==> src/common/cpuPkg.sv <==
`default_nettype none

package cpuPkg;

	//////////////////////////////////////////////////////////////////////
	// Widths and fixed register numbers
	//////////////////////////////////////////////////////////////////////

	localparam int dataWidth = 32;
	localparam int regBits = 5;
	// Link register for JAL
	localparam int raIndex = 31;

	//////////////////////////////////////////////////////////////////////
	// Instruction encodings
	//////////////////////////////////////////////////////////////////////

	// Primary opcodes, instr[31:26]
	localparam logic [5:0] opRType = 6'h00;
	localparam logic [5:0] opJal   = 6'h03;
	localparam logic [5:0] opAddi  = 6'h08;
	localparam logic [5:0] opAndi  = 6'h0C;
	localparam logic [5:0] opOri   = 6'h0D;
	localparam logic [5:0] opLui   = 6'h0F;

	// R-type function codes, instr[5:0]
	localparam logic [5:0] fnAdd = 6'h20;
	localparam logic [5:0] fnSub = 6'h22;
	localparam logic [5:0] fnAnd = 6'h24;
	localparam logic [5:0] fnOr  = 6'h25;
	localparam logic [5:0] fnXor = 6'h26;
	localparam logic [5:0] fnSlt = 6'h2A;

	// ALU operation select
	typedef enum logic [2:0] {
		aluAdd,
		aluSub,
		aluAnd,
		aluOr,
		aluXor,
		aluSlt,
		aluLui,
		aluPassB
	} aluOpT;

	//////////////////////////////////////////////////////////////////////
	// Stream payloads and decoded instruction
	//////////////////////////////////////////////////////////////////////

	typedef struct packed {
		logic [dataWidth-1:0] word;
	} instrT;

	typedef struct packed {
		logic [regBits-1:0]   rs;
		logic [regBits-1:0]   rt;
		logic [regBits-1:0]   rdest;
		// 16-bit immediate, already extended to a full word
		logic [dataWidth-1:0] imm;
		aluOpT                aluOp;
		logic                 useImm;
		logic                 regWrite;
		logic                 raWrite;
	} decodedT;

	// Write-back record, wbDest of 0 means nothing written
	typedef struct packed {
		logic [regBits-1:0]   wbDest;
		logic [dataWidth-1:0] wbData;
		logic [dataWidth-1:0] wbSeq;
	} wbT;

endpackage

`default_nettype wire

==> src/rtl/streamReg.sv <==
`timescale 1ns/100ps
`default_nettype none

module streamReg #(
	parameter type payloadT = logic
) (
	input  logic    clk,
	input  logic    rstN,
	input  logic    sValid,
	output logic    sReady,
	input  payloadT sData,
	output logic    mValid,
	input  logic    mReady,
	output payloadT mData
);
	logic    full;
	// Holds ready low for the first cycle out of reset
	logic    readyEn;
	payloadT item;

	// Room when empty or when the held item leaves this cycle
	assign sReady = readyEn && (!full || mReady);
	assign mValid = full;
	assign mData  = item;

	// Control flags
	always_ff @(posedge clk or negedge rstN)
	begin
		if (!rstN)
		begin
			readyEn <= 1'b0;
			full    <= 1'b0;
		end
		else
		begin
			readyEn <= 1'b1;
			// Not ready means full and stalled, so hold
			if (sReady)
				full <= sValid;
		end
	end

	// Payload, loaded on each input transfer
	always_ff @(posedge clk)
	begin
		if (sValid && sReady)
			item <= sData;
	end

endmodule

`default_nettype wire

==> src/rtl/instrDecoder.sv <==
`timescale 1ns/100ps
`default_nettype none

module instrDecoder (
	input  cpuPkg::instrT   instr,
	output cpuPkg::decodedT dec
);
	import cpuPkg::*;

	logic [5:0]  opcode;
	logic [5:0]  funct;
	logic [15:0] imm16;

	// Standard MIPS field positions
	assign opcode = instr.word[31:26];
	assign funct  = instr.word[5:0];
	assign imm16  = instr.word[15:0];

	always_comb
	begin
		// Defaults give a NOP
		dec          = '0;
		dec.rs       = instr.word[25:21];
		dec.rt       = instr.word[20:16];
		dec.rdest    = instr.word[15:11];
		dec.aluOp    = aluAdd;
		case (opcode)
			opRType:
			begin
				dec.regWrite = 1'b1;
				case (funct)
					fnAdd: dec.aluOp = aluAdd;
					fnSub: dec.aluOp = aluSub;
					fnAnd: dec.aluOp = aluAnd;
					fnOr:  dec.aluOp = aluOr;
					fnXor: dec.aluOp = aluXor;
					fnSlt: dec.aluOp = aluSlt;
					// Unknown function, no write
					default: dec.regWrite = 1'b0;
				endcase
			end
			opAddi, opAndi, opOri, opLui:
			begin
				// I-type target is rt
				dec.rdest    = instr.word[20:16];
				dec.useImm   = 1'b1;
				dec.regWrite = 1'b1;
				dec.imm      = {16'h0000, imm16};
				case (opcode)
					opAddi:
					begin
						dec.aluOp = aluAdd;
						dec.imm   = {{16{imm16[15]}}, imm16};
					end
					opAndi:  dec.aluOp = aluAnd;
					opOri:   dec.aluOp = aluOr;
					default: dec.aluOp = aluLui;
				endcase
			end
			opJal:
			begin
				// Link goes through the return-address port
				dec.rdest   = 5'(raIndex);
				dec.aluOp   = aluPassB;
				dec.raWrite = 1'b1;
			end
			default:
			begin
				dec.regWrite = 1'b0;
			end
		endcase
	end

endmodule

`default_nettype wire

==> src/rtl/regFile.sv <==
`timescale 1ns/100ps
`default_nettype none

module regFile #(
	parameter int REGBITS = 5,
	parameter int WIDTH = 32
) (
	input  logic               clk,
	input  logic               rstN,
	input  logic               regWriteEn,
	input  logic               raWriteEn,
	input  logic [REGBITS-1:0] rs,
	input  logic [REGBITS-1:0] rt,
	input  logic [REGBITS-1:0] rdest,
	input  logic [WIDTH-1:0]   writeData,
	output logic [WIDTH-1:0]   rsData,
	output logic [WIDTH-1:0]   rtData
);
	import cpuPkg::*;

	localparam int numRegs = 1 << REGBITS;

	// Register array, 32 words by default
	logic [WIDTH-1:0] regs [numRegs];

	// Write on rising edge
	// General write wins over the link write
	always_ff @(posedge clk or negedge rstN)
	begin
		if (!rstN)
		begin
			for (int i = 0; i < numRegs; i++)
				regs[i] <= '0;
		end
		else if (regWriteEn)
		begin
			regs[rdest] <= writeData;
		end
		else if (raWriteEn)
		begin
			regs[REGBITS'(raIndex)] <= writeData;
		end
	end

	// Combinational reads
	// Index 0 is hardwired to zero
	assign rsData = (rs != '0) ? regs[rs] : '0;
	assign rtData = (rt != '0) ? regs[rt] : '0;

endmodule

`default_nettype wire

==> src/alu/aluUnit.sv <==
`timescale 1ns/100ps
`default_nettype none

module aluUnit #(
	parameter int WIDTH = 32
) (
	input  cpuPkg::aluOpT     op,
	input  logic [WIDTH-1:0]  a,
	input  logic [WIDTH-1:0]  b,
	output logic [WIDTH-1:0]  result
);
	import cpuPkg::*;

	// Upper-immediate field width
	localparam int halfBits = 16;

	logic [WIDTH-1:0] sum;
	logic [WIDTH-1:0] diff;
	logic             lessSigned;
	logic [WIDTH-1:0] upperImm;

	//////////////////////////////////////////////////////////////////////
	// Shared arithmetic
	//////////////////////////////////////////////////////////////////////

	// Wrapping add and subtract, carries dropped
	assign sum  = a + b;
	assign diff = a - b;

	// Signed compare for SLT
	assign lessSigned = $signed(a) < $signed(b);

	// LUI puts the low half of b on top, zeros below
	assign upperImm = {b[halfBits-1:0], {(WIDTH - halfBits){1'b0}}};

	//////////////////////////////////////////////////////////////////////
	// Result select
	//////////////////////////////////////////////////////////////////////

	always_comb
	begin
		case (op)
			aluAdd:
				result = sum;
			aluSub:
				result = diff;
			aluAnd:
				result = a & b;
			aluOr:
				result = a | b;
			aluXor:
				result = a ^ b;
			aluSlt:
				result = {{(WIDTH - 1){1'b0}}, lessSigned};
			aluLui:
				result = upperImm;
			aluPassB:
				result = b;
			default:
				result = '0;
		endcase
	end

endmodule

`default_nettype wire

==> src/rtl/coreControl.sv <==
`timescale 1ns/100ps
`default_nettype none

module coreControl #(
	parameter int REGBITS = 5,
	parameter int WIDTH = 32
) (
	input  logic               clk,
	input  logic               rstN,
	input  logic               instrValid,
	output logic               instrReady,
	input  cpuPkg::decodedT    dec,
	output logic [REGBITS-1:0] rs,
	output logic [REGBITS-1:0] rt,
	output logic [REGBITS-1:0] rdest,
	output logic               regWriteEn,
	output logic               raWriteEn,
	output cpuPkg::aluOpT      aluOp,
	output logic [WIDTH-1:0]   operandB,
	output logic [WIDTH-1:0]   linkAddr,
	input  logic [WIDTH-1:0]   rsData,
	input  logic [WIDTH-1:0]   rtData,
	input  logic [WIDTH-1:0]   aluResult,
	output logic               wbValid,
	input  logic               wbReady,
	output cpuPkg::wbT         wbData
);
	import cpuPkg::*;

	typedef enum logic [1:0] {
		stIdle,
		stExecute,
		stEmit
	} stateT;

	stateT              state;
	decodedT            decReg;
	// Address of the next instruction to accept
	logic [WIDTH-1:0]   seqAddr;
	wbT                 wbReg;
	logic               writeGen;
	logic [REGBITS-1:0] wbDest;

	//////////////////////////////////////////////////////////////////////
	// Datapath controls from the held instruction
	//////////////////////////////////////////////////////////////////////

	assign rs    = decReg.rs;
	assign rt    = decReg.rt;
	assign rdest = decReg.rdest;
	assign aluOp = decReg.aluOp;

	// seqAddr already stepped past the held instruction
	assign linkAddr = seqAddr;

	// Operand B: immediate, link or rt
	assign operandB = decReg.useImm ? decReg.imm : (decReg.raWrite ? linkAddr : rtData);

	// Writes to register 0 are dropped
	assign writeGen   = decReg.regWrite && (decReg.rdest != '0);
	assign regWriteEn = (state == stExecute) && writeGen;
	assign raWriteEn  = (state == stExecute) && decReg.raWrite;

	// Destination reported in the record
	assign wbDest = writeGen ? decReg.rdest : (decReg.raWrite ? REGBITS'(raIndex) : '0);

	assign instrReady = (state == stIdle);
	assign wbValid    = (state == stEmit);
	assign wbData     = wbReg;

	//////////////////////////////////////////////////////////////////////
	// Sequencer
	//////////////////////////////////////////////////////////////////////

	always_ff @(posedge clk or negedge rstN)
	begin
		if (!rstN)
		begin
			state   <= stIdle;
			decReg  <= '0;
			seqAddr <= '0;
		end
		else
		begin
			case (state)
				stIdle:
				begin
					if (instrValid)
					begin
						decReg  <= dec;
						seqAddr <= seqAddr + WIDTH'(4);
						state   <= stExecute;
					end
				end
				// Register write lands on this edge
				stExecute:
					state <= stEmit;
				// Wait for the output buffer
				stEmit:
				begin
					if (wbReady)
						state <= stIdle;
				end
				default:
					state <= stIdle;
			endcase
		end
	end

	// Record capture alongside the register write
	always_ff @(posedge clk)
	begin
		if (state == stExecute)
		begin
			wbReg.wbDest <= wbDest;
			wbReg.wbData <= aluResult;
			wbReg.wbSeq  <= seqAddr - WIDTH'(4);
		end
	end

endmodule

`default_nettype wire

==> src/rtl/cpuCore.sv <==
`timescale 1ns/100ps
`default_nettype none

module cpuCore #(
	parameter int REGBITS = cpuPkg::regBits,
	parameter int WIDTH = cpuPkg::dataWidth
) (
	input  logic          clk,
	input  logic          rstN,
	input  logic          inValid,
	output logic          inReady,
	input  cpuPkg::instrT inData,
	output logic          outValid,
	input  logic          outReady,
	output cpuPkg::wbT    outData
);
	import cpuPkg::*;

	// Input buffer to control
	logic               instrValid;
	logic               instrReady;
	instrT              instrWord;
	decodedT            dec;

	// Control to register file and ALU
	logic [REGBITS-1:0] rs;
	logic [REGBITS-1:0] rt;
	logic [REGBITS-1:0] rdest;
	logic               regWriteEn;
	logic               raWriteEn;
	aluOpT              aluOp;
	logic [WIDTH-1:0]   operandB;
	logic [WIDTH-1:0]   rsData;
	logic [WIDTH-1:0]   rtData;
	logic [WIDTH-1:0]   aluResult;

	// Control to output buffer
	logic               wbValid;
	logic               wbReady;
	wbT                 wbRec;

	//////////////////////////////////////////////////////////////////////
	// Stream buffers
	//////////////////////////////////////////////////////////////////////

	streamReg #(.payloadT(instrT)) inBuf (
		.clk    (clk),
		.rstN   (rstN),
		.sValid (inValid),
		.sReady (inReady),
		.sData  (inData),
		.mValid (instrValid),
		.mReady (instrReady),
		.mData  (instrWord)
	);

	streamReg #(.payloadT(wbT)) outBuf (
		.clk    (clk),
		.rstN   (rstN),
		.sValid (wbValid),
		.sReady (wbReady),
		.sData  (wbRec),
		.mValid (outValid),
		.mReady (outReady),
		.mData  (outData)
	);

	//////////////////////////////////////////////////////////////////////
	// Decode, control and datapath
	//////////////////////////////////////////////////////////////////////

	instrDecoder decoder (
		.instr (instrWord),
		.dec   (dec)
	);

	// Link address is folded into operandB inside control
	coreControl #(.REGBITS(REGBITS), .WIDTH(WIDTH)) control (
		.clk        (clk),
		.rstN       (rstN),
		.instrValid (instrValid),
		.instrReady (instrReady),
		.dec        (dec),
		.rs         (rs),
		.rt         (rt),
		.rdest      (rdest),
		.regWriteEn (regWriteEn),
		.raWriteEn  (raWriteEn),
		.aluOp      (aluOp),
		.operandB   (operandB),
		.linkAddr   (),
		.rsData     (rsData),
		.rtData     (rtData),
		.aluResult  (aluResult),
		.wbValid    (wbValid),
		.wbReady    (wbReady),
		.wbData     (wbRec)
	);

	regFile #(.REGBITS(REGBITS), .WIDTH(WIDTH)) regs (
		.clk        (clk),
		.rstN       (rstN),
		.regWriteEn (regWriteEn),
		.raWriteEn  (raWriteEn),
		.rs         (rs),
		.rt         (rt),
		.rdest      (rdest),
		.writeData  (aluResult),
		.rsData     (rsData),
		.rtData     (rtData)
	);

	aluUnit #(.WIDTH(WIDTH)) alu (
		.op     (aluOp),
		.a      (rsData),
		.b      (operandB),
		.result (aluResult)
	);

endmodule

`default_nettype wire

==> config.mk <==
export PLATFORM = sky130hd
export DESIGN_NAME = cpuCore
export DESIGN_NICKNAME = d
export VERILOG_FILES = /design/src/common/cpuPkg.sv /design/src/rtl/streamReg.sv /design/src/rtl/instrDecoder.sv /design/src/rtl/regFile.sv /design/src/alu/aluUnit.sv /design/src/rtl/coreControl.sv /design/src/rtl/cpuCore.sv
export SDC_FILE = /design/constraint.sdc
export NUM_CORES = 2
export LEC_CHECK = 0
export BUFFER_PORTS_ARGS = -buffer_cell sky130_fd_sc_hd__buf_2
export CORE_ASPECT_RATIO = 0.5
export CORE_MARGIN = 3
export CORE_UTILIZATION = 40
export DETAILED_ROUTE_END_ITERATION = 10
export SKIP_CTS_REPAIR_TIMING = 1
export SLEW_MARGIN = 25
export SYNTH_ARGS = -nofsm -noshare
export SYNTH_HDL_FRONTEND = slang
export SYNTH_SLANG_ARGS = --single-unit
==> constraint.sdc <==
create_clock -name clk -period 10 [get_ports clk]
set_clock_uncertainty 0.15 [all_clocks]
set_input_delay 0.5 -clock clk [delete_from_list [all_inputs] [get_ports clk]]
set_output_delay 0.5 -clock clk [all_outputs]
set_load 0.02 [all_outputs]
==> metrics.cfg <==
[run_status]
status=finished, final reports clean

[synthesis]
synth_flop_cell=dfrtp_1
synth_warnings=0
synth.largest_area_cell=dfrtp_1
synthDistinctLibCells=88
yosysSeqAreaShare_pct=47.3
syn_area_per_cell_um2=11.8
synth.area.top_cells=dfrtp_1, mux4_2, mux2_2
yosysTopAreaCellShare_pct=40.0
yosysMostFrequentCell=dfrtp_1
async_flop_share_pct=86.9
ys_top_cells_by_count=dfrtp_1, nand2_1, mux4_2
synth-seq-cells=1263
synth_edf_count=166
synth_area_mm2=0.0686
synthCells=5804

[cts]
clockBufferDepth=3
numCtsBuffers=120
path_clk_slew_ps=70
cts.sinks=1263
clk_latency_ps=770
clock-root-buffer=clkbuf_16
htreeDepth=3
cts_tree=done

[final_layout]
post-route-util_pct=45.0
nNetsFinal=5800
drive_above_1_share_pct=28.0
fillers=15200
syn_to_final_growth_pct=10.7
finalInstanceArea_mm2=0.0759

[pwr]
vdd_drop_max_uv=193
p_per_area_mw_per_mm2=321
leakagePower_nw=32.7

[worst_setup_path]
worstReg2RegEnd=regs.regs[127]$_DFFE_PN0P_
r2r_start=control.rt[3]$_DFFE_PN0P_
worstSetupPathType=register to register
reg2regPathDepth=20
critPathLaunchType=register
crit_fanout=32
required_ps=10490
arrival_ps=9270
rrSetupSlack_ps=1230
crit_path_end_kind=register

[placement]
dpl_cell_area_mm2=0.0714
place_ws_ps=1530
io_buffers=104
place_congestion=0.967
dpl.hpwl_um=157000

[worst_hold_path]
holdPathStages=0
min_path_type=register to register
hp-start=regs.regs[997]$_DFFE_PN0P_
whs_endpoint=regs.regs[997]$_DFFE_PN0P_

[global_route]
grt_pass1_wl_um=354000
antenna_found_initial=17
grt_pass1_vias=50000
grt_max_degree=169
grt.total_usage_pct=27.2
globalRouteOverflowTotal=0

[routing]
route.vias.total=50500
routedWlPerCell_um=30.3
drtIter0Drc=6130
antenna_left=0
firstDrtPassIters=7
wl_um=243000
drcViolationCount=0
viasPerCell=6.28

[timing]
setup_violations=0
drv_slew=0
timing.fmax_mhz=114
finalCriticalPeriod_ps=8770
rsz0062_at_grt=false
finalCritPeriodShare_pct=87.7
maxSlewHeadroom_pct=17.8
fin_ws_ps=1230
hold_viol_final=0
fin_tns_setup_ps=0
tightest_slew_ps=1230

[floorplan]
rows=106
io_pins=107
design.die.area_mm2=0.177
die_w_um=592
die_h_um=299
core_area_mm2=0.169
initial_core_util_pct=40.7

[flow_run]
timing.max_cap.violations=0

==> sequential cells by signal (all words and copies together), names as in the netlist <==
signal and flops:
outBuf.mValid 1, control.decReg 20, control.rs 5, outBuf.mData 67, control.aluOp 3, control.rt 5, control.state 2, regs.regs 1024
control.linkAddr 30, inBuf.mValid 1, control.wbData 67, inBuf.mData 32, control.rdest 5, outBuf.readyEn 1
==> report_power, final <==
part	total, mW	switching [mW]	internal, mW
Sequential	7.70	1.15	6.54
Combinational	11.9	7.67	4.25
Clock	4.75	2.10	2.65
==> worst max-delay path, cell delays in order, from the launching register on <==
cell	delay [ps]
dfrtp_4	590
buf_4	310
or3_2	890
buf_4	410
o22ai_1	310
a211o_1	150
a31oi_1	60
o311ai_1	420
o21ai_0	290
ha_1	680
a21oi_1	150
o21ai_0	830
a2111oi_0	310
a2111oi_0	560
buf_4	210
nand2_1	50
o2111a_1	200
o31ai_1	340
or4b_2	610
a21o_1	550
mux2_2	470
==> cells in the final DEF, fill, tap and decap left out, types with 39 or more instances in the layout <==
cell type	count
dfrtp_1	1086
nor2_1	173
inv_1	140
a31oi_1	40
clkbuf_16	121
mux2i_1	103
o21ai_0	510
mux2_2	480
buf_2	103
nand2b_1	54
buf_4	136
mux4_2	547
nand2_1	960
edfxtp_1	166
o221ai_1	39
xnor2_1	44
ha_1	95
a21oi_1	187
==> layer usage <==
metal / wire (um) / GRT usage (%)
met2: 107000 / 40.4
met4: 10000 / 10.4
met3: 23900 / 6.33
met5: 72 / 0
met1: 103000 / 38.9
==> logic make-up (layout without fill, tap and decap cells) <==
| logic type | count (synthesis) | in the layout | synth area share, % |
|---|---|---|---|
| simple gates | 1454 | 1454 | 8.88 |
| buf+inv | 703 | 665 | 4.24 |
| mux | 1133 | 1133 | 27.4 |
| other cells | 2 | 5 | 0.0109 |
| fa+ha+maj | 97 | 97 | 1.79 |
| flops | 1263 | 1263 | 47.3 |
| xor+xnor | 71 | 71 | 0.907 |
| compound gates | 1081 | 1081 | 9.49 |
==> layout make-up <==
class                           count  area [um2]  share of cell area [%]
Antenna cell                        2        5.00                 0.00659
Tap cell                         2268        2840                    3.74
Clock inverter                     51         599                   0.790
Inverter                          143         537                   0.707
Multi-Input combinational cell   3839       33600                    44.3
Clock buffer                      171        3460                    4.55
Sequential cell                  1263       32500                    42.8
Timing Repair Buffer              300        2370                    3.13
==> per-stage QoR <==
stage	std cells	hold slack [ps]	power, mW
after floorplan	5805	54.4	15.0
after global routing	8035	247	25.5
after CTS	7996	-338	24.1
after global placement	7772	217	19.1
after detailed placement	7774	221	19.4
final	8037	246	24.4
==> worst max-delay path by stage <==
stage | from | endpoint | slack [ps] | depth (start not counted)
2_1_floorplan | control.rs[0]$_DFFE_PN0P_ | regs.regs[287]$_DFFE_PN0P_ | 3120 | 22
3_3_place_gp | control.rt[0]$_DFFE_PN0P_ | regs.regs[191]$_DFFE_PN0P_ | 1520 | 18
3_5_place_dp | control.rt[3]$_DFFE_PN0P_ | regs.regs[127]$_DFFE_PN0P_ | 1530 | 20
4_1_cts | control.rt[3]$_DFFE_PN0P_ | regs.regs[671]$_DFFE_PN0P_ | 1480 | 20
5_1_grt | control.rt[3]$_DFFE_PN0P_ | regs.regs[735]$_DFFE_PN0P_ | 1060 | 20
6_report | control.rt[3]$_DFFE_PN0P_ | regs.regs[127]$_DFFE_PN0P_ | 1230 | 20
No activity file was read; power rests on OpenSTA's default activity.
